===== src/verilog/rob_config.svh =====
// reorder buffer configuration
// sizes of the entry array, tags, masks and addresses
`ifndef ROB_CONFIG_SVH
`define ROB_CONFIG_SVH

// ------------------------------
// buffer geometry
// ------------------------------
`define ROB_DEPTH   32  // entry count as a power of two
`define ROB_IDX_W   5   // log2 of ROB_DEPTH

// ------------------------------
// rename and branch state
// ------------------------------
`define PRF_TAG_W   6   // physical register tag
`define ARCH_REG_W  5   // logical register number
`define FL_PTR_W    5   // free list head pointer
`define BR_MASK_W   4   // one bit per outstanding branch

`define ADDR_W      64
`define INSN_BYTES  4   // fixed instruction size

`endif


===== src/verilog/rob_pkg.sv =====
// shared types of the reorder buffer
// index, pointer and tag types, and the packed structs used on the ports
`default_nettype none

`include "rob_config.svh"

package rob_pkg;

	// ------------------------------
	// scalar types
	// ------------------------------
	typedef logic [`ROB_IDX_W-1:0]  rob_idx_t;
	typedef logic [`ROB_IDX_W:0]    rob_ptr_t;   // msb is the wrap bit
	typedef logic [`PRF_TAG_W-1:0]  prf_tag_t;
	typedef logic [`ARCH_REG_W-1:0] arch_reg_t;
	typedef logic [`FL_PTR_W-1:0]   fl_ptr_t;
	typedef logic [`BR_MASK_W-1:0]  br_mask_t;
	typedef logic [`ADDR_W-1:0]     addr_t;

	// ------------------------------
	// per entry payloads
	// ------------------------------
	typedef struct packed {
		prf_tag_t  old_tag;     // goes back to the free list
		prf_tag_t  new_tag;     // goes to the architectural map
		arch_reg_t arch_dest;
	} rob_retire_info_t;

	typedef struct packed {
		addr_t    pc;
		logic     br_flag;      // entry is a branch
		logic     pred_taken;
		addr_t    pred_target;
		br_mask_t br_mask;
		fl_ptr_t  fl_head;      // free list head at dispatch
	} rob_branch_info_t;

	// ------------------------------
	// port bundles
	// ------------------------------
	typedef struct packed {
		rob_retire_info_t retire_info;
		rob_branch_info_t branch_info;
	} rob_dispatch_t;

	typedef struct packed {
		rob_idx_t idx;          // entry that finished
		logic     taken;        // resolved direction
		addr_t    target;       // resolved target
	} rob_complete_t;

	typedef struct packed {
		prf_tag_t  old_tag;
		prf_tag_t  new_tag;
		arch_reg_t arch_dest;
	} rob_retire_t;

	typedef struct packed {
		br_mask_t br_mask;
		fl_ptr_t  fl_head;
	} rob_recover_t;

endpackage

`default_nettype wire


===== src/verilog/rob_store.sv =====
// entry array of the reorder buffer
// one synchronous write port, two combinational read ports
// payload type is a parameter so one module serves every field group
`timescale 1ns/100ps
`default_nettype none

`include "rob_config.svh"

module rob_store #(
	parameter type entry_t = logic [7:0],
	parameter int  DEPTH   = `ROB_DEPTH
) (
	input  wire logic              clk,
	input  wire logic              rst,

	// write side, driven by the control block
	input  wire logic              we_i,
	input  wire rob_pkg::rob_idx_t waddr_i,
	input  wire entry_t            wdata_i,

	// read side
	input  wire rob_pkg::rob_idx_t raddr_a_i,
	input  wire rob_pkg::rob_idx_t raddr_b_i,
	output      entry_t            rdata_a_o,
	output      entry_t            rdata_b_o
);

	// ------------------------------
	// storage
	// ------------------------------
	entry_t mem [DEPTH];

	always_ff @(posedge clk) begin
		if (rst) begin
			mem <= '{default: '0};
		end else if (we_i) begin
			mem[waddr_i] <= wdata_i;  // allocation at the tail
		end
	end

	// ------------------------------
	// read ports
	// ------------------------------
	// reads see the old contents during a write to the same entry

	always_comb begin
		rdata_a_o = mem[raddr_a_i];
	end

	always_comb begin
		rdata_b_o = mem[raddr_b_i];
	end

endmodule

`default_nettype wire


===== config.mk =====
export PLATFORM = sky130hd
export DESIGN_NAME = rob_store
export DESIGN_NICKNAME = d
export VERILOG_FILES = /design/src/verilog/rob_pkg.sv /design/src/verilog/rob_store.sv
export VERILOG_INCLUDE_DIRS = /design/src /design/src/verilog
export SDC_FILE = /design/constraint.sdc
export NUM_CORES = 1
export LEC_CHECK = 0
export ABC_AREA = 0
export BUFFER_PORTS_ARGS = -buffer_cell sky130_fd_sc_hd__buf_2
export CORE_ASPECT_RATIO = 1.25
export CORE_MARGIN = 2
export CORE_UTILIZATION = 55
export DETAILED_ROUTE_END_ITERATION = 6
export GPL_TIMING_DRIVEN = 1
export PLACE_DENSITY = 0.72
export SYNTH_ARGS = -nofsm -noshare
export SYNTH_HDL_FRONTEND = slang
export SYNTH_SLANG_ARGS = --single-unit

===== constraint.sdc =====
create_clock -name clk -period 3.1 [get_ports clk]
set_input_delay 0.62 -clock clk [delete_from_list [all_inputs] [get_ports clk]]
set_output_delay 0.62 -clock clk [all_outputs]
set_load 0.02 [all_outputs]

## After elaboration in Yosys (flattened, before gate mapping)

Cells that the tools add are included.

| word-level totals | value |
|---|---|
| register bits | 256 |
| latch bits | 0 |
| memory bits (writable) | 0 |
| memories | 0 |
| ROM bits | 0 |
| bits of input ports | 26 |
| output and inout port bits | 16 |

| operators by class | value |
|---|---|
| bitwise operators | 3 |
| equal/unequal tests | 0 |
| divide/modulo/power cells | 0 |
| multipliers | 0 |
| shift-type cells | 0 |
| magnitude comparators | 4 |
| multiplexer cells | 9 |
| $add $sub $neg | 0 |
| reduce and logical (&&, ||, !) cells | 1 |

Operator list:

| cell | number |
|---|---|
| 256-bit bitwise mux | 1 |
| 8-bit binary-select mux with 5-bit select | 2 |
| 8-bit demux with 5-bit select | 1 |
| 8-bit 2-to-1 mux | 5 |
| 6-bit greater-or-equal comparator (second input constant) | 3 |
| 5-bit NOT with 6-bit output | 3 |
| 6-bit by 1-bit < comparator with 1-bit output (second input constant) | 1 |
| 1-bit logical AND | 1 |

## Logic depth before layout (Yosys ltp)

| logic depth | value |
|---|---|
| depth in word-level cells | 6 |
| mapped depth | 6 |

## Worst setup path before layout

OpenSTA, ideal clock, no wires.

| path | value |
|---|---|
| path kind | input port to output port |
| from | input port raddr_a_i[2] |
| to | output port rdata_a_o[0] in the netlist's numbering |
| stages on the path | 6 |
| required time | 2.480 ns |
| path slack | 0.215 ns |
| data arrival time | 2.265 ns |
| cell sequence | buf_4 -> buf_6 -> buf_2 -> mux4_2 -> mux4_2 -> mux2_2 |

RTL lines:

| what | line | text |
|---|---|---|
| start: declaration | rob_store.sv:22 | `input wire rob_pkg::rob_idx_t raddr_a_i,` |
| end: declaration | rob_store.sv:24 | `output entry_t rdata_a_o,` |

==> flow_summary.toml <==
[setup_path]
critPathArrivalTime_ps = 2470
reg2reg_depth = 2
crit_slowest_cell = "mux4_2"
critPathRequiredTime_ps = 2480
criticalPathCategory = "in2out"
timing.rr.end = "mem[177]"
cp-end-kind = "output pin"
r2r_setup_slack_ps = 2340
critPathTopFamily = "multiplexers"
critical_path.n_buffers_inverters = 3
r2r_start = "mem[177]"
worst-path-max-fanout = 7
crit_top_cell = "mux4_2"
cpPeakStageDelay_ps = 520
crit_chain = "buf_12 -> buf_8 -> mux4_2 -> mux4_2 -> mux2_2 -> buf_2"
critPathLaunchType = "primary input"

[global_routing]
grt_pass1_wl_um = 69900
grtUsageTotal_pct = 33.3
use_met3_pct = 8.18
globalRouteMet1Util_pct = 40.6
gr-total-overflow = 0
first_global_vias = 12500
grt_max_degree = 122
antenna_found_initial = 2
grtUsageMet2_pct = 55.0
grt-busiest-layer = "met2"

[sta]
tns_ps = 0
finalHoldViolations = 0
holdWs_ps = 484
setup_viol = 0
tightest_slew_ps = 935
fin_crit_sh_pct = 99.7
final.setup_skew_ps = 0
slew_headroom_pct = 37.7
setup_ws_ps = 8.01
layout_min_cycle_time_ps = 3090
rsz0062_at_grt = "yes"
final_max_slew_viol_count = 0
fmax_mhz = 323

[power]
vdd_ir_drop_max_mv = 0.336
seq_power_share_pct = 44.1
pwr-share-comb_pct = 10.4
power.leakage_uw = 0.00493
power.density_nw_per_um2 = 486
netSwitchingPower_uw = 1900
clockPowerShare_pct = 45.5
p_total_uw = 7550
p_int_uw = 5650
p_sw_share_pct = 25.1

[detailed_routing]
drc = 0
drtAntennaViolNets = 0
num_vias = 12500
via_per_inst = 7.27
dr.pass1.iters = 7
wl_per_cell_um = 26.1
routed_wl_um = 44700
drt_iter0_markers = 1747

[min_path]
hold_class = "reg2reg"
hold_path_end = "mem[147]"
min_path_cells = 2
min_from = "mem[147]"

[synth]
synthCells = 1425
syn-num-nets = 1451
yosysSeqAreaShare_pct = 37.1
ys_types = 19
synthesis.area_sq_um = 13800
yosys_warnings = 0
syn_area_per_cell_sq_um = 9.69
ys_ff_latch = 256

[cts]
numCtsBuffers = 26
insertion_delay_ps = 540
clock_sinks = 256
root_buffer = "clkbuf_16"
cts_tree = "yes"
path_clk_slew_ps = 60
h-tree-depth = 1
cts_buffer_depth = 3

[placement]
dp_hpwl_um = 23200
gp_congestion = 0.813
port_buffers = 41
placed_area_sq_um = 14300
pre_cts_ws_ps = -46.5

[floorplan]
start_util_pct = 56.2
std_cell_rows = 64
die_x_um = 146
num_io_pins = 42
dieArea_sq_um = 26400
coreArea_sq_um = 24600
die_h_um = 181

[finish]
layout-drive-gt1-share_pct = 24.8
largest_reg_flops = 256
largest_register = "mem"
reg.largest.list = "mem x256"
area_delta_synth_final_pct = 12.5
fin_area_sq_um = 15500
finalNetCount = 1390

[outcome]
status = "finished, final reports clean"

[flow_run]
cap_violations = 0
worst reg2reg max path, cell delays in order (launching register included):
cell     delay [ps]
dfxtp_1         370
o21ai_0         120
a21oi_1         200
placed cells by master, fill, tap and decap left out, types with 5 or more instances in the layout:
cell type | netlist | layout
a21oi_1 | 256 | 256
buf_12 | 0 | 24
buf_2 | 14 | 34
buf_4 | 4 | 43
clkbuf_1 | 153 | 6
clkbuf_16 | 0 | 29
clkbuf_8 | 0 | 6
dfxtp_1 | 256 | 256
mux2_2 | 16 | 15
mux4_2 | 160 | 160
nand3_1 | 258 | 257
nand3b_1 | 5 | 5
o21ai_0 | 256 | 256
power by group through the flow:
stage               sequential (uW)  clock, uW  combinational [uW]
floorplan                      3400          0                 463
global route                   3330       3560                 808
detailed placement             3400          0                 704
global placement               3400          0                 695
finish                         3330       3430                 783
CTS                            3330       3440                 739
worst max-delay path by stage:
stage | from | endpoint | depth (start not counted)
6_report | raddr_b_i[1] | rdata_b_o[3] | 6
5_1_grt | raddr_b_i[1] | rdata_b_o[3] | 6
4_1_cts | raddr_a_i[2] | rdata_a_o[4] | 6
3_5_place_dp | raddr_b_i[1] | rdata_b_o[7] | 6
3_3_place_gp | raddr_b_i[1] | rdata_b_o[7] | 6
2_1_floorplan | raddr_a_i[2] | rdata_a_o[0] | 6
repair_timing:
item | in CTS | in global routing
gates cloned | 3 | 2
buffers inserted | 6 | 9
hold buffers | 0 | 0
resized for setup | 18 | 5
endpoints found under the setup margin | 13 | 6
cells in the mapped netlist (all sizes together):
cell type / n / share of area [%]
mux4: 160 / 26
or3b: 4 / 0.25
o21ai: 256 / 9.3
nand3: 258 / 9.4
dfxtp: 256 / 37
clkbuf: 153 / 4.2
nand3b: 5 / 0.27
or3: 1 / 0.045
nor3b: 4 / 0.22
buf: 48 / 2.2
and3b: 5 / 0.32
and3: 2 / 0.091
nor3: 1 / 0.036
a21oi: 256 / 9.3
mux2: 16 / 1.3
per-layer routing:
layer  up-vias  wire, um
met3       175      5690
li1       5311         -
met4         0      2120
met5         -         0
met1      6038     15100
met2       947     21800
layout make-up:
| cell class | instances | area [sq um] |
|---|---|---|
| clock inverter | 9 | 151 |
| antenna | 2 | 5.00 |
| tap | 330 | 413 |
| timing repair buffer | 112 | 1210 |
| fill | 1896 | 9050 |
| sequential | 256 | 5120 |
| clock buffer | 39 | 781 |
| multi-input combinational | 968 | 7850 |
through the flow:
stage,util (%),cells
after floorplan,-,1425
after global placement,58.0,1646
after detailed placement,58.0,1646
after CTS,62.6,1703
after global routing,63.2,1714
final,63.2,1716
kinds of logic (layout without fill, tap and decap cells):
kind of cell	after synthesis	in the layout	synth area share (%)
simple gates	280	280	10.6
compound gates	512	512	18.6
flops	256	256	37.1
other cells	0	2	0
mux	176	176	27.4
buf+inv	201	160	6.35
No activity file was read; power rests on OpenSTA's default activity.
