## src/verilog/rob_config.svh

```systemverilog
// reorder buffer configuration
// sizes of the entry array, tags, masks and addresses
`ifndef ROB_CONFIG_SVH
`define ROB_CONFIG_SVH

// ------------------------------
// buffer geometry
// ------------------------------
`define ROB_DEPTH   32  // entry count as a power of two
`define ROB_IDX_W   5   // log2 of ROB_DEPTH

// ------------------------------
// rename and branch state
// ------------------------------
`define PRF_TAG_W   6   // physical register tag
`define ARCH_REG_W  5   // logical register number
`define FL_PTR_W    5   // free list head pointer
`define BR_MASK_W   4   // one bit per outstanding branch

`define ADDR_W      64
`define INSN_BYTES  4   // fixed instruction size

`endif

```

## src/verilog/rob_pkg.sv

```systemverilog
// shared types of the reorder buffer
// index, pointer and tag types, and the packed structs used on the ports
`default_nettype none

`include "rob_config.svh"

package rob_pkg;

	// ------------------------------
	// scalar types
	// ------------------------------
	typedef logic [`ROB_IDX_W-1:0]  rob_idx_t;
	typedef logic [`ROB_IDX_W:0]    rob_ptr_t;   // msb is the wrap bit
	typedef logic [`PRF_TAG_W-1:0]  prf_tag_t;
	typedef logic [`ARCH_REG_W-1:0] arch_reg_t;
	typedef logic [`FL_PTR_W-1:0]   fl_ptr_t;
	typedef logic [`BR_MASK_W-1:0]  br_mask_t;
	typedef logic [`ADDR_W-1:0]     addr_t;

	// ------------------------------
	// per entry payloads
	// ------------------------------
	typedef struct packed {
		prf_tag_t  old_tag;     // goes back to the free list
		prf_tag_t  new_tag;     // goes to the architectural map
		arch_reg_t arch_dest;
	} rob_retire_info_t;

	typedef struct packed {
		addr_t    pc;
		logic     br_flag;      // entry is a branch
		logic     pred_taken;
		addr_t    pred_target;
		br_mask_t br_mask;
		fl_ptr_t  fl_head;      // free list head at dispatch
	} rob_branch_info_t;

	// ------------------------------
	// port bundles
	// ------------------------------
	typedef struct packed {
		rob_retire_info_t retire_info;
		rob_branch_info_t branch_info;
	} rob_dispatch_t;

	typedef struct packed {
		rob_idx_t idx;          // entry that finished
		logic     taken;        // resolved direction
		addr_t    target;       // resolved target
	} rob_complete_t;

	typedef struct packed {
		prf_tag_t  old_tag;
		prf_tag_t  new_tag;
		arch_reg_t arch_dest;
	} rob_retire_t;

	typedef struct packed {
		br_mask_t br_mask;
		fl_ptr_t  fl_head;
	} rob_recover_t;

endpackage

`default_nettype wire

```

## src/verilog/rob_ctrl.sv

```systemverilog
// reorder buffer control
// head and tail pointers with wrap bits, per entry done bits,
// full and stall, retirement gating and tail rollback on recovery
`timescale 1ns/100ps
`default_nettype none

`include "rob_config.svh"

module rob_ctrl (
	input  wire logic                       clk,
	input  wire logic                       rst,

	// dispatch and completion
	input  wire logic                       dispatch_valid_i,
	input  wire logic                       complete_valid_i,
	input  wire rob_pkg::rob_idx_t          complete_idx_i,
	input  wire logic                       recover_i,      // mispredict seen this cycle

	// head entry fields from the retire bank
	input  wire rob_pkg::rob_retire_info_t  retire_info_i,

	// store control
	output      logic                       wr_en_o,
	output      rob_pkg::rob_idx_t          wr_idx_o,
	output      rob_pkg::rob_idx_t          head_idx_o,

	output      rob_pkg::rob_idx_t          tail_idx_o,
	output      logic                       stall_o,
	output      logic                       retire_valid_o,
	output      rob_pkg::rob_retire_t       retire_o
);

	import rob_pkg::*;

	// ------------------------------
	// state
	// ------------------------------
	rob_ptr_t              head_r;
	rob_ptr_t              tail_r;
	logic [`ROB_DEPTH-1:0] done_r;

	rob_ptr_t head_nxt;
	rob_ptr_t tail_nxt;
	rob_ptr_t count;        // live entries from 0 to ROB_DEPTH
	rob_idx_t head_idx;
	rob_idx_t tail_idx;
	rob_idx_t br_dist;      // head to branch distance
	logic     full;
	logic     empty;
	logic     alloc;

	assign head_idx = head_r[`ROB_IDX_W-1:0];
	assign tail_idx = tail_r[`ROB_IDX_W-1:0];
	assign count    = tail_r - head_r;
	assign full     = (count == rob_ptr_t'(`ROB_DEPTH));
	assign empty    = (count == '0);

	// ------------------------------
	// retire and dispatch
	// ------------------------------
	// stale done bits of squashed entries can sit at an empty head
	assign retire_valid_o = ~empty & done_r[head_idx];

	// a full buffer that retires this cycle frees the slot it needs
	assign stall_o = full & ~retire_valid_o;
	assign alloc   = dispatch_valid_i & ~stall_o & ~recover_i;

	assign wr_en_o    = alloc;
	assign wr_idx_o   = tail_idx;
	assign head_idx_o = head_idx;
	assign tail_idx_o = tail_idx;

	always_comb begin
		retire_o = '0;
		if (retire_valid_o) begin
			retire_o.old_tag   = retire_info_i.old_tag;
			retire_o.new_tag   = retire_info_i.new_tag;
			retire_o.arch_dest = retire_info_i.arch_dest;
		end
	end

	// ------------------------------
	// pointer update
	// ------------------------------
	assign br_dist = complete_idx_i - head_idx;  // wraps modulo depth

	always_comb begin
		head_nxt = head_r + rob_ptr_t'(retire_valid_o);

		if (recover_i) begin
			// keep head through branch so the wrap bit follows from the distance
			tail_nxt = head_r + {1'b0, br_dist} + rob_ptr_t'(1);
		end else if (alloc) begin
			tail_nxt = tail_r + rob_ptr_t'(1);
		end else begin
			tail_nxt = tail_r;
		end
	end

	always_ff @(posedge clk) begin
		if (rst) begin
			head_r <= '0;
			tail_r <= '0;
		end else begin
			head_r <= head_nxt;
			tail_r <= tail_nxt;
		end
	end

	// ------------------------------
	// done bits
	// ------------------------------
	always_ff @(posedge clk) begin
		if (rst) begin
			done_r <= '0;
		end else begin
			if (alloc)
				done_r[tail_idx] <= 1'b0;         // fresh entry
			if (retire_valid_o)
				done_r[head_idx] <= 1'b0;
			if (complete_valid_i)
				done_r[complete_idx_i] <= 1'b1;   // set last so it wins over the clears
		end
	end

endmodule

`default_nettype wire

```

## config.mk

```make
export PLATFORM = sky130hd
export DESIGN_NAME = rob_ctrl
export DESIGN_NICKNAME = d
export VERILOG_FILES = /design/src/verilog/rob_pkg.sv /design/src/verilog/rob_ctrl.sv
export VERILOG_INCLUDE_DIRS = /design/src /design/src/verilog
export SDC_FILE = /design/constraint.sdc
export NUM_CORES = 1
export LEC_CHECK = 0
export BUFFER_PORTS_ARGS = -buffer_cell sky130_fd_sc_hd__buf_4
export CAP_MARGIN = 20
export CORE_MARGIN = 2
export CORE_UTILIZATION = 51
export CTS_CLUSTER_DIAMETER = 30
export DETAILED_ROUTE_END_ITERATION = 12
export PLACE_DENSITY_LB_ADDON = 0.1
export SLEW_MARGIN = 15
export SYNTH_ARGS = -nofsm -noshare
export SYNTH_HDL_FRONTEND = slang
export SYNTH_SLANG_ARGS = --single-unit
```

## constraint.sdc

```tcl
create_clock -name clk -period 3.75 [get_ports clk]
set_clock_uncertainty 0.2 [all_clocks]
set_input_delay 0.75 -clock clk [delete_from_list [all_inputs] [get_ports clk]]
set_output_delay 0.75 -clock clk [all_outputs]
set_load 0.02 [all_outputs]
```

======== Word-level counts from Yosys, hierarchy flattened ========
Cells that the tools add are included.
operators by class
  muxes and demuxes ....................... 16
  reductions and logical operators ........ 5
  bitwise gates (word level) .............. 13
  eq/ne operators ......................... 1
  order comparisons ....................... 6
  $add $sub $neg .......................... 6
operators with widths
  operator                                                               number
  32-bit 2-to-1 mux                                                      5
  32-bit AND                                                             2
  32-bit inverter                                                        2
  32-bit OR                                                              1
  5-bit by 6-bit < comparator with 1-bit output, second input constant   3
  17-bit 2-to-1 mux                                                      1
  1-bit demux with 5-bit select                                          3
  5-bit by 1-bit >= comparator with 1-bit output, second input constant  3
  6-bit by 1-bit adder with 6-bit output, second input constant          2
  6-bit 2-to-1 mux                                                       2
  6-bit by 1-bit adder with 6-bit output                                 1
  6-bit by 5-bit adder with 6-bit output                                 1
  6-bit == test, second input constant                                   1
  6-bit zero test                                                        1
  6-bit subtractor                                                       1
  1-bit binary-select mux with 5-bit select                              1
  5-bit subtractor                                                       1
  1-bit AND                                                              4
  1-bit 2-to-1 mux                                                       4
  1-bit inverter                                                         4
  1-bit logical AND                                                      3
  2-bit nonzero test                                                     1
storage, ports and cells
  output and inout port bits .............. 35
  input bits .............................. 27
  register bits after elaboration ......... 44
  word-level logic and storage cells ...... 50

======== Longest topological paths before layout ========
  word-level depth ........................ 16
  gate-level depth with buffers ........... 17
  mapped depth without buffers ............ 13

======== Worst setup path before layout ========
No wires, ideal clock.
  kind .................................... flip-flop to flip-flop
  start ................................... reg head_r[4]
  end ..................................... reg head_r[4]
  period minus slack after synthesis ...... 3.733 ns
  data arrival time ....................... 3.406 ns
  required time ........................... 3.422 ns
  stages on the path, launching flop included .. 18
  library setup time ...................... 0.128 ns
  buffers on the path ..................... 4
  slack ................................... 0.017 ns
  path through ............................ dfxtp_1 -> buf_2 -> buf_4 -> inv_2 -> ha_1 -> nor3_1 -> nand3_1 -> a311o_1 -> or3_1 -> clkbuf_1 -> nand2_1 -> clkbuf_1 -> inv_1 -> ha_1 -> ha_1 -> nand3_1 -> xnor2_1 -> nor2_1
on the way
  cells in the longest elaborated chain, start to end .. 5
  elaborated cells between the ends (all ways) .. 7
  those cells by class .................... add/sub (2); mux (2); bitwise (2); reduce/logical (1)
ends and longest elaborated chain
  what                                        line             source
  start: declaration                          rob_ctrl.sv:38   rob_ptr_t head_r;
  start signal: assignment                    rob_ctrl.sv:105  head_r <= head_nxt;
  6-bit subtractor                            rob_ctrl.sv:54   assign count = tail_r - head_r;
  6-bit zero test                             rob_ctrl.sv:56   assign empty = (count == '0);
  1-bit inverter                              rob_ctrl.sv:62   assign retire_valid_o = ~empty & done_r[head_idx];
  1-bit AND (*)                               rob_ctrl.sv:62
  named net retire_valid_o                    rob_ctrl.sv:29   output logic retire_valid_o,
  6-bit by 1-bit adder with 6-bit output (*)  rob_ctrl.sv:88   head_nxt = head_r + rob_ptr_t'(retire_valid_o);
The timed path passes the listed nets; every way through them passes the cells marked *. The select of a mux whose other input is x is not followed.
A chain may end at the register's enable or synchronous reset.

======== Final worst setup path ========
  start ................................... reg head_r[1]
  end ..................................... out wr_en_o
on the way
  cells in the longest elaborated chain, start to end .. 9
  elaborated cells between the ends (all ways) .. 12
  those cells by class .................... add/sub (1); eq/ne (1); mux (2); bitwise (7); reduce/logical (1)
ends and longest elaborated chain
  what                        line            source
  6-bit subtractor            rob_ctrl.sv:54
  6-bit zero test             rob_ctrl.sv:56
  1-bit inverter              rob_ctrl.sv:62
  1-bit AND                   rob_ctrl.sv:62
  1-bit inverter              rob_ctrl.sv:65  assign stall_o = full & ~retire_valid_o;
  1-bit AND (*)               rob_ctrl.sv:65
  1-bit inverter (*)          rob_ctrl.sv:66  assign alloc = dispatch_valid_i & ~stall_o & ~recover_i;
  1-bit AND (*) (2 in a row)  rob_ctrl.sv:66
  end: declaration            rob_ctrl.sv:23  output logic wr_en_o,
Every way passes the cells marked *; elsewhere a longest branch is shown, timed or not. The select of a mux whose other input is x is not followed.

==> results.py <==
metrics = {
    "run_status": {
        "run_status": "completed",
    },
    "sta": {
        "setup-tns-final_ns": 0,
        "timing.final.setup_violations": 0,
        "report.final.hold_viol_count": 0,
        "slew_headroom_pct": 57.9,
        "post-route-period-util_pct": 95.2,
        "unrepaired_setup_endpoints_after_global_routing": "false",
        "tightestPinTransition_ns": 0.627,
        "final_period_minus_worst_setup_slack_ns": 3.57,
        "slew_viol_final": 0,
        "max_clock_freq_ghz": 0.280,
    },
    "clocking": {
        "numCtsBuffers": 5,
        "clock_sink_count": 44,
        "max_clock_buf_depth": 2,
        "clk_pin_slew_worst_paths_ns": 0.09,
        "clock_insertion_delay_worst_skew_ns": 0.30,
        "cts_max_level": 2,
        "clockRootBuffer": "sky130_fd_sc_hd__clkbuf_8",
        "cts_hold_repair.buffers": 0,
        "cts_tree": "yes",
    },
    "drt": {
        "route.met2.wl_um": 5100,
        "detailroute.via_count": 3700,
        "vias_per_cell": 6.72,
        "detailroute.wirelength.met3_um": 1080,
        "final_antenna_net_count": 0,
        "wl_per_cell_um": 20.1,
        "drt_iter0_markers": 355,
        "wl_met1_um": 4540,
        "drc_errors": 0,
        "overall_routed_net_length_um": 11100,
        "dr.max_layer_used": "met4",
        "detail_route.first_pass.iterations": 6,
    },
    "grt": {
        "grt_pass1_wl_um": 17500,
        "gr-usage-all-layers_pct": 30.2,
        "global_route.overflow_total": 0,
        "grt_antenna_before_repair": 0,
        "grt_start_max_net_pins": 34,
        "number_of_global_route_vias_before_repair": 3520,
    },
    "power": {
        "power_leakage_nw": 1.55,
        "ir_worst_vdd_mv": 0.228,
        "powerDensity_nw_per_um2": 403,
        "fin_total_pwr_mw": 1.60,
    },
    "logic_synthesis": {
        "synth.distinct_cells": 46,
        "post_synth_edffs": 0,
        "ys.warnings.count": 0,
        "synth_area_sq_um": 3420,
        "syn-mean-instance-area_sq_um": 7.96,
        "synth.yosys.seq_area_share_pct": 25.7,
        "syn_inst": 430,
        "postSynthNetCount": 479,
        "postSynth.topFlopCell": "sky130_fd_sc_hd__dfxtp_1",
        "postSynth.asyncResetShare_pct": 0,
        "yosys_register_bits": 44,
    },
    "worst_setup_path": {
        "crit_path_cell_trace": "buf_12 -> mux2i_1 -> a221oi_1 -> o22ai_1 -> nor4_4 -> or3_4 -> inv_2 -> nor3_1 -> buf_4",
        "crit_path_max_fanout": 22,
        "path_class": "reg2out",
        "critical_path.max_stage_delay_ns": 0.41,
        "cp-start-kind": "register",
        "crit_required_ns": 2.80,
        "crit_slowest_cell": "sky130_fd_sc_hd__dfxtp_1",
        "critical_path_sink_type": "output port",
        "worst_ep_arrival_time_ns": 2.62,
    },
    "layout": {
        "drive_gt1_share_pct": 20.3,
        "area_delta_synth_final_pct": 16.5,
        "num-fill-cells": 570,
        "ff_latch_area_sq_um": 883,
        "area_of_combinational_cells_with_multiple_inputs_sq_um": 2250,
        "total_number_of_nets_in_the_final_design": 523,
        "antenna-diode-count": 0,
    },
    "floorplan": {
        "area_enclosed_by_the_die_boundary_sq_um": 7380,
        "die_h_um": 85.9,
        "placementRows": 29,
        "core_region_area_sq_um": 6420,
        "pin_count": 62,
        "initial_utilization_pct": 53.3,
        "die_w_um": 85.9,
    },
    "placed_design": {
        "dp.final_hpwl_um": 7690,
        "place.port_buffers": 61,
        "gpl.final_weighted_congestion": 0.945,
    },
    "job": {
        "max-cap-violations": 0,
    },
    "hold_path": {
        "timing.hold.worst.class": "reg2reg",
    },
}
==> worst paths after layout <==
check / from / endpoint / slack (ns) / cells after the start
worst min register to register: done_r[7] / done_r[7] / 0.27 / 2
worst max-delay path: head_r[1] / wr_en_o / 0.18 / 9
worst max register to register: head_r[0] / tail_r[5] / 0.56 / 12
worst min-delay path: done_r[7] / done_r[7] / 0.27 / 2
==> state kept, by name (all words and copies together) (netlist names) <==
signal,count
tail_r,6
head_r,6
done_r,32
==> cell usage after synthesis, drive strengths merged, types with 2 or more instances <==
library cell / instances / area (sq um)
a21boi: 2 / 15.0
a21o: 3 / 22.5
a21oi: 9 / 45.0
a221oi: 6 / 52.6
a31oi: 2 / 12.5
and3: 18 / 113
and3b: 4 / 35.0
buf: 28 / 184
clkbuf: 14 / 52.6
dfxtp: 44 / 881
fa: 2 / 40.0
ha: 20 / 250
inv: 17 / 63.8
mux2i: 17 / 170
nand2: 38 / 143
nand3: 18 / 90.1
nand3b: 6 / 45.0
nand4: 8 / 50.1
nor2: 12 / 45.0
nor2b: 5 / 31.3
nor3: 40 / 200
nor3b: 9 / 67.6
nor4: 7 / 58.8
o211ai: 2 / 15.0
o21a: 5 / 37.5
o21ai: 20 / 100
o22ai: 15 / 93.8
o311a: 3 / 30.0
o311ai: 26 / 228
o31a: 5 / 43.8
o32ai: 2 / 17.5
or3: 4 / 25.0
xnor2: 8 / 70.1
xor2: 5 / 43.8
==> where the power goes <==
| group | internal (mW) | leakage, nW | switching (mW) | total (mW) |
|---|---|---|---|---|
| Sequential | 0.488 | 0.357 | 0.0336 | 0.521 |
| Combinational | 0.289 | 1.15 | 0.487 | 0.776 |
| Clock | 0.127 | 0.0400 | 0.181 | 0.307 |
| Total | 0.904 | 1.55 | 0.701 | 1.60 |
==> routing by layer <==
metal	global-route usage (%)	up-vias
li1	-	1699
met2	48.0	239
met3	5.20	39
met5	0	-
met4	14.7	0
met1	39.4	1723
==> kinds of logic after synthesis <==
kind of cell	synth area share, %
AOI/OAI and AO/OA	21.9
xor gates and xnor gates	3.33
adders and majority gates	8.48
buffers and inverters	8.77
DFF	25.7
muxes	4.97
and+or+nand+nor	26.8
==> cell usage in the layout (no fill, tap or decap), types with 8 or more instances in the layout <==
cell	instances
sky130_fd_sc_hd__ha_1	20
sky130_fd_sc_hd__nand2_1	38
sky130_fd_sc_hd__nand3_1	18
sky130_fd_sc_hd__a21oi_1	8
sky130_fd_sc_hd__o22ai_1	15
sky130_fd_sc_hd__nor3_1	40
sky130_fd_sc_hd__and3_1	18
sky130_fd_sc_hd__o21ai_1	10
sky130_fd_sc_hd__xnor2_1	8
sky130_fd_sc_hd__o311ai_0	9
sky130_fd_sc_hd__inv_1	13
sky130_fd_sc_hd__nand4_1	8
sky130_fd_sc_hd__dfxtp_1	42
sky130_fd_sc_hd__mux2i_1	17
sky130_fd_sc_hd__nor3b_1	9
sky130_fd_sc_hd__o21ai_0	10
sky130_fd_sc_hd__nor2_1	12
sky130_fd_sc_hd__buf_4	78
sky130_fd_sc_hd__o311ai_1	17
==> cell type report <==
cell class,instances,area share [%]
tap,77,2.42
multi-input combinational,327,56.6
sequential,44,22.2
inverter,17,1.60
timing repair buffer,79,15.2
clock buffer,5,1.73
clock inverter,2,0.314
==> critical path: cells and delay by family, from the launching register on <==
kind / cells / cell delay [ns]
simple gates: 3 / 0.60
buf+inv: 3 / 0.51
compound gates: 2 / 0.49
flops: 1 / 0.41
mux: 1 / 0.31
==> timing repair <==
item / CTS / global route
setup buffers: 0 / 0
endpoints found under the hold margin: 0 / 0
resized for setup: 1 / 6
endpoints found under the setup margin: 17 / 20
pin swaps: 0 / 0
gates cloned: 0 / 0
==> stage by stage <==
stage	utilization (%)	setup slack (ns)	instances	instance area, sq um	hold WS, ns
finish	62.0	0.179	551	3990	0.273
global route	62.0	0.0334	551	3990	0.299
CTS	61.9	0.0290	551	3970	0.276
detailed placement	60.5	0.240	544	3890	0.263
global placement	60.5	0.302	544	3890	0.252
floorplan	-	0.0168	430	3420	0.241
Power figures use the tool's default switching activity.
