File: src/verilog/rob_config.svh
// reorder buffer configuration
// sizes of the entry array, tags, masks and addresses
`ifndef ROB_CONFIG_SVH
`define ROB_CONFIG_SVH

// ------------------------------
// buffer geometry
// ------------------------------
`define ROB_DEPTH   32  // entry count as a power of two
`define ROB_IDX_W   5   // log2 of ROB_DEPTH

// ------------------------------
// rename and branch state
// ------------------------------
`define PRF_TAG_W   6   // physical register tag
`define ARCH_REG_W  5   // logical register number
`define FL_PTR_W    5   // free list head pointer
`define BR_MASK_W   4   // one bit per outstanding branch

`define ADDR_W      64
`define INSN_BYTES  4   // fixed instruction size

`endif

File: src/verilog/rob_pkg.sv
// shared types of the reorder buffer
// index, pointer and tag types, and the packed structs used on the ports
`default_nettype none

`include "rob_config.svh"

package rob_pkg;

	// ------------------------------
	// scalar types
	// ------------------------------
	typedef logic [`ROB_IDX_W-1:0]  rob_idx_t;
	typedef logic [`ROB_IDX_W:0]    rob_ptr_t;   // msb is the wrap bit
	typedef logic [`PRF_TAG_W-1:0]  prf_tag_t;
	typedef logic [`ARCH_REG_W-1:0] arch_reg_t;
	typedef logic [`FL_PTR_W-1:0]   fl_ptr_t;
	typedef logic [`BR_MASK_W-1:0]  br_mask_t;
	typedef logic [`ADDR_W-1:0]     addr_t;

	// ------------------------------
	// per entry payloads
	// ------------------------------
	typedef struct packed {
		prf_tag_t  old_tag;     // goes back to the free list
		prf_tag_t  new_tag;     // goes to the architectural map
		arch_reg_t arch_dest;
	} rob_retire_info_t;

	typedef struct packed {
		addr_t    pc;
		logic     br_flag;      // entry is a branch
		logic     pred_taken;
		addr_t    pred_target;
		br_mask_t br_mask;
		fl_ptr_t  fl_head;      // free list head at dispatch
	} rob_branch_info_t;

	// ------------------------------
	// port bundles
	// ------------------------------
	typedef struct packed {
		rob_retire_info_t retire_info;
		rob_branch_info_t branch_info;
	} rob_dispatch_t;

	typedef struct packed {
		rob_idx_t idx;          // entry that finished
		logic     taken;        // resolved direction
		addr_t    target;       // resolved target
	} rob_complete_t;

	typedef struct packed {
		prf_tag_t  old_tag;
		prf_tag_t  new_tag;
		arch_reg_t arch_dest;
	} rob_retire_t;

	typedef struct packed {
		br_mask_t br_mask;
		fl_ptr_t  fl_head;
	} rob_recover_t;

endpackage

`default_nettype wire

File: src/verilog/rob_branch.sv
// branch resolution for the reorder buffer
// checks a completing branch against its stored prediction
// and forms the next pc for the branch unit read port
`timescale 1ns/100ps
`default_nettype none

`include "rob_config.svh"

module rob_branch (
	// completion from a functional unit
	input  wire logic                       complete_valid_i,
	input  wire rob_pkg::rob_complete_t     complete_i,

	// stored branch fields of the completing entry
	input  wire rob_pkg::rob_branch_info_t  br_info_i,

	// stored fields of the entry picked by the next pc read
	input  wire rob_pkg::rob_branch_info_t  npc_info_i,

	output      logic                       br_right_o,
	output      logic                       recover_valid_o,
	output      rob_pkg::rob_recover_t      recover_o,
	output      rob_pkg::addr_t             npc_o
);

	import rob_pkg::*;

	// ------------------------------
	// resolution
	// ------------------------------
	logic br_hit;       // completion names a branch entry
	logic taken_miss;
	logic target_miss;
	logic mispredict;

	assign br_hit      = complete_valid_i & br_info_i.br_flag;
	assign taken_miss  = (complete_i.taken != br_info_i.pred_taken);
	assign target_miss = (complete_i.target != br_info_i.pred_target);
	assign mispredict  = taken_miss | target_miss;

	assign recover_valid_o = br_hit & mispredict;   // early recovery
	assign br_right_o      = br_hit & ~mispredict;

	// mask and free list head go out for both outcomes
	always_comb begin
		recover_o = '0;
		if (br_hit) begin
			recover_o.br_mask = br_info_i.br_mask;
			recover_o.fl_head = br_info_i.fl_head;
		end
	end

	// ------------------------------
	// next pc read
	// ------------------------------
	assign npc_o = npc_info_i.pc + addr_t'(`INSN_BYTES);  // fall through address

endmodule

`default_nettype wire

File: config.mk
export PLATFORM = sky130hd
export DESIGN_NAME = rob_branch
export DESIGN_NICKNAME = d
export VERILOG_FILES = /design/src/verilog/rob_pkg.sv /design/src/verilog/rob_branch.sv
export VERILOG_INCLUDE_DIRS = /design/src /design/src/verilog
export SDC_FILE = /design/constraint.sdc
export NUM_CORES = 1
export LEC_CHECK = 0
export BUFFER_PORTS_ARGS = -buffer_cell sky130_fd_sc_hd__buf_2
export CORE_AREA = 4 4 164 166
export DETAILED_ROUTE_END_ITERATION = 8
export DIE_AREA = 0 0 168 170
export GPL_TIMING_DRIVEN = 0
export MAX_ROUTING_LAYER = met4
export PLACE_DENSITY = 0.47
export RECOVER_POWER = 25
export SLEW_MARGIN = 10
export SYNTH_ARGS = -nofsm -noshare
export SYNTH_HDL_FRONTEND = slang
export SYNTH_SLANG_ARGS = --single-unit
File: constraint.sdc
create_clock -name vclk -period 1.77
set_clock_uncertainty 0.1 [all_clocks]
set_input_delay 0.177 -clock vclk [all_inputs]
set_output_delay 0.177 -clock vclk [all_outputs]
set_load 0.02 [all_outputs]
**Word level (Yosys, flattened, before mapping)**

Cells that the tools add are included.

- Bitwise logic cells: 5
- Add/sub/neg operators: 1
- Muxes and demuxes: 1
- Equality and inequality tests: 2

Operators by type and width:

| cell | number |
|---|---|
| $add A64 B3 Y64 const B | 1 |
| $ne A64 B64 Y1 | 1 |
| $mux W9 | 1 |
| $and A1 B1 Y1 | 3 |
| $ne A1 B1 Y1 | 1 |
| $not A1 Y1 | 1 |
| $or A1 B1 Y1 | 1 |

- Register bits: 0
- Bits of input ports: 349
- Output and inout port bits: 75
- Word-level logic and storage cells: 9

**Longest topological paths before layout**

Gate-level depths: netlist (run 1).

- Depth in word-level cells: 4
- Depth in mapped cells: 6

**Worst setup path before layout (run 1)**

OpenSTA, ideal clock, no wires.

- Kind: input -> output
- Start: input npc_info_i[77] in the netlist's numbering
- End: output npc_o[27]
- Data arrival time: 1.679 ns
- Path slack: -0.186 ns
- Cell stages on the path: 5
- Required time: 1.493 ns
- Path through: and4_1 -> nor3b_4 -> nor4b_1 -> nand3_1 -> xnor2_1

- Longest elaborated chain between the ends: 1

RTL lines:

| item | RTL line | RTL |
|---|---|---|
| start: declaration | rob_branch.sv:18 | `input wire rob_pkg::rob_branch_info_t npc_info_i,` |
| $add A64 B3 Y64 | rob_branch.sv:56 | `` assign npc_o = npc_info_i.pc + addr_t'(`INSN_BYTES); `` |
| end: declaration | rob_branch.sv:23 | `output rob_pkg::addr_t npc_o` |

No other way between the ends.

**Worst setup path in the final report (run 1)**

- Start: input npc_info_i[78] in the netlist's numbering
- End: output npc_o[57]

The elaborated chain is that of the path after synthesis.

==> results of run 1 <==
## what timing repair did
action / in CTS / in global routing
hold buffers: 0 / 0
pin swaps: 56 / 48
gates cloned: 3 / 0
setup buffers: 48 / 19
setup endpoints to repair: 51 / 51
gates resized for setup: 192 / 75
## area by class of cell
class              count  area (um^2)
well taps            335        419.2
fillers             2767        19740
plain buffers          3        30.03
repair buffers       345         2509
multi-input cells    276         2883
inverters             10        37.54
## report_power, final
| part | switching, mW | internal (mW) | leakage, nW |
|---|---|---|---|
| logic | 0.509 | 0.501 | 2.90 |
| clock network | 0 | 0 | 0 |
| registers | 0 | 0 | 0 |
## critical path: stages
cell	delay, ns
buf_8	0.08
and4_4	0.23
nor3b_4	0.27
nand4_4	0.19
clkbuf_16	0.21
nor4_4	0.28
xor2_2	0.18
buf_6	0.14
## logic make-up after synthesis
kind of cell             after synthesis
adder cells (fa/ha/maj)                1
AO/OA/AOI/OAI                          1
XOR/XNOR                             125
AND/OR/NAND/NOR                      149
buffers and inverters                 14
## placed cells by master (no fill, tap or decap), types with 5 or more instances in the layout
master / n
buf_6: 44
nand2_1: 20
nand3_4: 7
xnor2_1: 21
clkbuf_1: 5
and3_4: 5
inv_1: 10
buf_12: 6
buf_2: 189
and3_1: 10
nand4_1: 14
xnor2_2: 10
xor2_1: 79
nor3_2: 8
buf_4: 84
xor2_2: 14
buf_8: 18
nor2_4: 5
nor4_2: 6
nor4_4: 13
nand3_1: 11
nor3_4: 16
## metrics by stage
stage,power (mW),cell area [um^2]
after detailed placement,0.7912,4140
after floorplan,0.3493,2330
final,1.009,5878
after CTS,0.9440,5426
after global placement,0.7880,4140
after global routing,1.084,5878
## layer usage
metal,share of wire,routed length (um)
met5,0,0
met3,0.077,984
met4,0.016,204
met1,0.34,4411
met2,0.56,7241
## final timing paths
check | from | to | slack, ns | depth (start not counted)
setup / recovery | npc_info_i[78] | npc_o[57] | -0.27 | 8
hold / removal | npc_info_i[76] | npc_o[1] | 0.52 | 2
==> impl_metrics.json, run 1 <==
{
  "status": "finished with violations",
  "violations": "negative setup slack",
  "grtUsageMet1": 0.08266,
  "drive_gt1_frac": 0.7098,
  "grt_pass1_wl_um": 18610,
  "synth_top_area_share": 0.3889,
  "n_antenna_cell": 0,
  "power_density_nw_per_um2": 171.7,
  "ir_drop_mv": 0.09982,
  "die_y_um": 170,
  "syn_avg_cell_area_um2": 7.300,
  "ys_warn_count": 0,
  "critPathRequiredTime_ns": 1.49,
  "clock_buffers": 0,
  "netlist.top_cell.by_area": "xor2_1",
  "arrival_ns": 1.76,
  "globalRouteOverflowTotal": 0,
  "use_met2": 0.1700,
  "dr.pass1.iters": 4,
  "synth_top_family_by_area": "XOR/XNOR gates",
  "synthesis.instances": 290,
  "post-dp-hpwl_um": 10050,
  "yosysMostFrequentCell": "xor2_1",
  "worst_pin_slew_ns": 0.3654,
  "timing.fmax_mhz": 490.5,
  "seq_cells": 0,
  "synth_fa_ha_area_frac": 0.005910,
  "synth-xor-area-share": 0.5171,
  "end_kind": "output port",
  "relSlewSlack": 0.7557,
  "ant_nets": 0,
  "pre_cts_ws_ns": -0.9513,
  "grt_util_met3": 0.008130,
  "grt_start_max_net_pins": 11,
  "antenna_found_initial": 0,
  "layout.nets": 986,
  "timing.final.crit_share": 1.152,
  "fin_crit_ns": 2.039,
  "synth-compound-area-share": 0.002364,
  "routedWlPerCell_um": 13.25,
  "top_usage_layer": "met2",
  "yosysSeqAreaShare": 0,
  "dieWidth_um": 168,
  "slew_violations": 0,
  "coreArea_um2": 25620,
  "drt_iter0_drc": 97,
  "synth_cell_types": 29,
  "initial_utilization": 0.08265,
  "synthSimpleGateAreaFrac": 0.4444,
  "drc": 0,
  "worstPathMaxFanout": 4,
  "rows": 59,
  "fin_ws_ns": -0.2687,
  "fin_util": 0.2295,
  "synth_nets": 640,
  "syn2layout_area_growth_pct": 177.7,
  "synth_area_um2": 2117,
  "instances_no_fill": 969,
  "yosys-top-cells-count": "xor2_1, xnor2_1, nor3_1",
  "worstSetupStartpointType": "input pin",
  "critical_path_class": "input pin to output port",
  "vias": 3502,
  "cap_violations": 0,
  "io_pins": 424,
  "via_per_inst": 3.614,
  "rsz0062_at_grt": "true",
  "seq_area_um2": 0,
  "io_buffers": 278,
  "ys_top_cells_by_area": "xor2_1, xnor2_1, nor4_1, nor3_1, nand3_1",
  "hold_viol": 0,
  "grt_pass1_vias": 3709,
  "routed_wl_um": 12840,
  "setup_viol": 46,
  "die_area_um2": 28560,
  "whs_ns": 0.5172,
  "gp_congestion": 0.7798,
  "hp-class": "input pin to output port",
  "finalSetupTns_ns": -6.860,
  "p_leak_nw": 2.901,
  "dp_cells": 903,
  "synth_mux_area_frac": 0,
  "track_usage": 0.08115
}
Power figures use the tool's default switching activity.
==> inputs of run 2 (changes only) <==
--- a/config.mk
+++ b/config.mk
@@ -7,12 +7,13 @@
 export NUM_CORES = 1
 export LEC_CHECK = 0
 export BUFFER_PORTS_ARGS = -buffer_cell sky130_fd_sc_hd__buf_2
+export CAP_MARGIN = 20
 export CORE_AREA = 4 4 164 166
 export DETAILED_ROUTE_END_ITERATION = 8
 export DIE_AREA = 0 0 168 170
 export GPL_TIMING_DRIVEN = 0
 export MAX_ROUTING_LAYER = met4
-export PLACE_DENSITY = 0.47
+export PLACE_DENSITY = 0.39
 export RECOVER_POWER = 25
 export SLEW_MARGIN = 10
 export SYNTH_ARGS = -nofsm -noshare
==> run 2 against run 1 <==
Net effect:
- the run still ends with negative setup slack left
- core utilization is 0.22 points lower
- maximum frequency is 0.62% higher
- critical path depth stayed put
- non-clock buffer count stayed put
- final cell count is 0.10% higher
- power hardly changed
- first-iteration DRC count is 25% lower
==> impl_metrics.json, run 2 (synthesis gave the netlist of run 1 again) <==
{
  "globalRouteOverflowTotal": 0,
  "critical_path_class": "input pin to output port",
  "drive_gt1_frac": 0.7134,
  "dr.pass1.iters": 6,
  "fin_ws_ns": -0.2560,
  "routed_wl_um": 13370,
  "fill_cells": 2810,
  "grt_start_max_net_pins": 11,
  "multiInputGateArea_um2": 2917,
  "hold_viol": 0,
  "power_density_nw_per_um2": 173.6,
  "rsz0062_at_grt": "true",
  "worstPathMaxFanout": 5,
  "track_usage": 0.08394,
  "io_pins": 424,
  "grtUsageMet1": 0.09383,
  "die_area_um2": 28560,
  "layout_common_cells": "buf_2, buf_4, xor2_1",
  "setup_viol": 48,
  "ant_nets": 0,
  "routedWlPerCell_um": 13.78,
  "cap_violations": 0,
  "arrival_ns": 1.75,
  "n_antenna_cell": 0,
  "layout.nets": 987,
  "violations": "negative setup slack",
  "initial_utilization": 0.08265,
  "gp_congestion": 0.7420,
  "finalSetupTns_ns": -6.317,
  "die_y_um": 170,
  "hp-class": "input pin to output port",
  "status": "finished with violations",
  "post-dp-hpwl_um": 10610,
  "grt_pass1_vias": 3574,
  "slew_violations": 0,
  "final_common_cell": "buf_2",
  "drc": 0,
  "timing.fmax_mhz": 493.6,
  "worst_pin_slew_ns": 0.3924,
  "critPathRequiredTime_ns": 1.49,
  "vias": 3519,
  "worstSetupStartpointType": "input pin",
  "fin_crit_ns": 2.026,
  "p_leak_nw": 2.916,
  "relSlewSlack": 0.7375,
  "timing.final.crit_share": 1.145,
  "syn2layout_area_growth_pct": 174.9,
  "dieWidth_um": 168,
  "top_usage_layer": "met2",
  "coreArea_um2": 25620,
  "drt_iter0_drc": 73,
  "io_buffers": 278,
  "antenna_found_initial": 0,
  "grt_pass1_wl_um": 19020,
  "clock_buffers": 0,
  "fin_util": 0.2272,
  "grt_util_met3": 0.008595,
  "end_kind": "output port",
  "seq_cells": 0,
  "use_met2": 0.1663,
  "rows": 59,
  "seq_area_um2": 0,
  "ir_drop_mv": 0.08310,
  "via_per_inst": 3.628
}
-- run 2: timing repair --
action	4_1_cts	5_1_grt
hold buffers	0	0
cloned	3	0
setup buffers	44	24
pin swaps	59	57
resized for setup	209	54
setup endpoints to repair	52	53
-- run 2: worst max-delay path, cell delays in order --
cell and delay [ns]:
buf_8 0.07, and4_4 0.23, nor3b_4 0.28, nand4_4 0.17
buf_12 0.18, nor4_4 0.33, xor2_2 0.18, buf_6 0.13
-- run 2: stage by stage --
| step | std cells | hold slack, ns | instance area, um^2 | power (mW) | setup slack, ns |
|---|---|---|---|---|---|
| after global placement | 903 | 0.4731 | 4140 | 0.8026 | -0.8242 |
| after detailed placement | 903 | 0.4732 | 4140 | 0.8007 | -0.9087 |
| after floorplan | 290 | 0.3306 | 2330 | 0.3493 | -0.1394 |
| after CTS | 949 | 0.4730 | 5413 | 0.9587 | -0.2489 |
| final | 970 | 0.5141 | 5821 | 1.010 | -0.2560 |
| after global routing | 970 | 0.5215 | 5821 | 1.083 | -0.3385 |
-- run 2: path summary, 6_finish.rpt --
check / cells past startpoint / from / endpoint
setup / recovery: 8 / npc_info_i[77] / npc_o[51]
hold / removal: 2 / npc_info_i[76] / npc_o[1]
-- run 2: cell type report --
type,count,area share
multi-input cells,277,0.5011
repair buffers,345,0.4153
well taps,335,0.07201
inverters,10,0.006449
plain buffers,3,0.005159
-- run 2: layer usage --
metal  wire length [um]  share of wire
met3               1017          0.076
met1               4905           0.37
met5                  0              0
met2               7371           0.55
met4                 74         0.0055
-- run 2: where the power goes --
group | leakage, nW | switching [mW] | total (mW) | internal, mW
Sequential | 0 | 0 | 0 | 0
Combinational | 2.92 | 0.511 | 1.01 | 0.500
Clock | 0 | 0 | 0 | 0
Total | 2.92 | 0.511 | 1.01 | 0.500
==> inputs of run 3 (changes only) <==
--- a/config.mk
+++ b/config.mk
@@ -19,3 +19,4 @@
 export SYNTH_ARGS = -nofsm -noshare
 export SYNTH_HDL_FRONTEND = slang
 export SYNTH_SLANG_ARGS = --single-unit
+export TNS_END_PERCENT = 10
==> run 3 against run 2 <==
Net effect:
- the flow still finishes with violations (negative setup slack)
- die area is the same
- core utilization down 1.9 points
- via count is 3.6% lower
- maximum frequency increased by 2.5%
- sequential cell count stayed put
- largest cell class unchanged
- largest power group unchanged
==> impl_metrics.json, run 3 (synthesis gave the netlist of run 1 again) <==
{
  "layout.nets": 973,
  "status": "finished with violations",
  "die_area_um2": 28560,
  "arrival_ns": 1.70,
  "place_area_um2": 4069,
  "relSlewSlack": 0.7403,
  "layout_common_cells": "buf_2, buf_4, xor2_1",
  "slew_violations": 0,
  "worstHoldStart": "npc_info_i[76]",
  "gp_congestion": 0.7454,
  "whs_ns": 0.5150,
  "grt_pass1_wl_um": 17070,
  "cap_violations": 0,
  "drt_iter0_drc": 110,
  "p_clk_frac": 0,
  "dieWidth_um": 168,
  "ir_drop_mv": 0.07652,
  "violations": "negative setup slack",
  "seqPwrFrac": 0,
  "vias": 3391,
  "p_sw_mw": 0.4632,
  "grt_start_max_net_pins": 11,
  "critPathLaunch": "npc_info_i[84]",
  "track_usage": 0.07426,
  "timing.fmax_mhz": 506.0,
  "setup_viol": 50,
  "die_y_um": 170,
  "fin_crit_ns": 1.976,
  "rsz0062_at_grt": "true",
  "hold_viol": 0,
  "critPathRequiredTime_ns": 1.49,
  "final_cell_area_um2": 5321,
  "combPwrFrac": 1.000,
  "antenna_found_initial": 0,
  "rows": 59,
  "hp-class": "input pin to output port",
  "fin_ws_ns": -0.2064,
  "dr.pass1.iters": 4,
  "pre_cts_ws_ns": -0.8172,
  "coreArea_um2": 25620,
  "clock_buffers": 0,
  "final_common_cell": "buf_2",
  "finalSetupTns_ns": -4.863,
  "worstSetupStartpointType": "input pin",
  "power_density_nw_per_um2": 171.2,
  "drc": 0,
  "seq_area_um2": 0,
  "seq_cells": 0,
  "power_mw": 0.9111,
  "switching_share": 0.5084,
  "initial_utilization": 0.08265,
  "globalRouteOverflowTotal": 0,
  "routed_wl_um": 12130,
  "syn2layout_area_growth_pct": 151.4,
  "drive_gt1_frac": 0.6715,
  "power.internal_mw": 0.4479,
  "routedWlPerCell_um": 12.68,
  "critical_path_class": "input pin to output port",
  "p_leak_nw": 2.584,
  "n_antenna_cell": 0,
  "via_per_inst": 3.547,
  "post-dp-hpwl_um": 10130,
  "io_buffers": 278,
  "grt_pass1_vias": 3426,
  "worstPathMaxFanout": 9,
  "io_pins": 424,
  "worst_pin_slew_ns": 0.3860,
  "ant_nets": 0,
  "timing.final.crit_share": 1.117,
  "end_kind": "output port"
}
==> run 3: changes by cell type in the layout (fill, tap and decap cells not counted), moves of 3 or more <==
cell / delta
nand3_1: +3
xnor2_1: +5
nor4_2: -5
xnor2_2: -5
buf_2: +12
nor4_1: +7
nor3_2: +10
buf_6: -15
xor2_2: -7
nor3_4: -10
buf_4: -5
xor2_1: +8
buf_8: -6
==> run 3: metal layers <==
metal  part of all wire  vias up  routed length [um]  track usage
li1                   -     1685                   -            -
met5                  0        -                   0            -
met1               0.37     1512                4519      0.08226
met2               0.53      192                6450       0.1447
met3              0.092        2                1119      0.01324
met4             0.0031        0                  37     0.004587
==> run 3: area by class of cell <==
type	instances	area, um^2
tap	335	419.2
buffer	3	30.03
inverter	10	37.54
fill	2846	20290
multi-input combinational	276	2631
timing repair buffer	332	2203
==> run 3: worst max-delay path, cell delays in order <==
cell	delay (ns)
buf_2	0.12
nand4_4	0.16
nor3b_4	0.32
nand4_4	0.13
buf_12	0.17
nor4_4	0.29
xor2_2	0.19
buf_6	0.14
==> run 3: what timing repair did <==
action | CTS | global route
gates cloned | 2 | 0
pin swaps | 45 | 27
resized for setup | 152 | 42
hold buffers | 0 | 0
setup buffers | 32 | 20
endpoints found under the setup margin | 53 | 52
==> run 3: metrics by stage <==
step                      utilization  std cells
after floorplan                     -        290
after global placement         0.1588        903
after detailed placement       0.1588        903
after CTS                      0.1951        936
after global routing           0.2077        956
final                          0.2077        956
==> run 3: worst paths after layout <==
kind / endpoint / slack, ns / depth (start not counted)
max: npc_o[57] / -0.21 / 8
min: npc_o[1] / 0.51 / 2
==> run 3: power groups by stage <==
| stage | Combinational, mW | Clock [mW] | Sequential (mW) |
|---|---|---|---|
| floorplan | 0.345 | 0 | 0 |
| global placement | 0.787 | 0 | 0 |
| detailed placement | 0.787 | 0 | 0 |
| CTS | 0.889 | 0 | 0 |
| global route | 0.987 | 0 | 0 |
| finish | 0.911 | 0 | 0 |
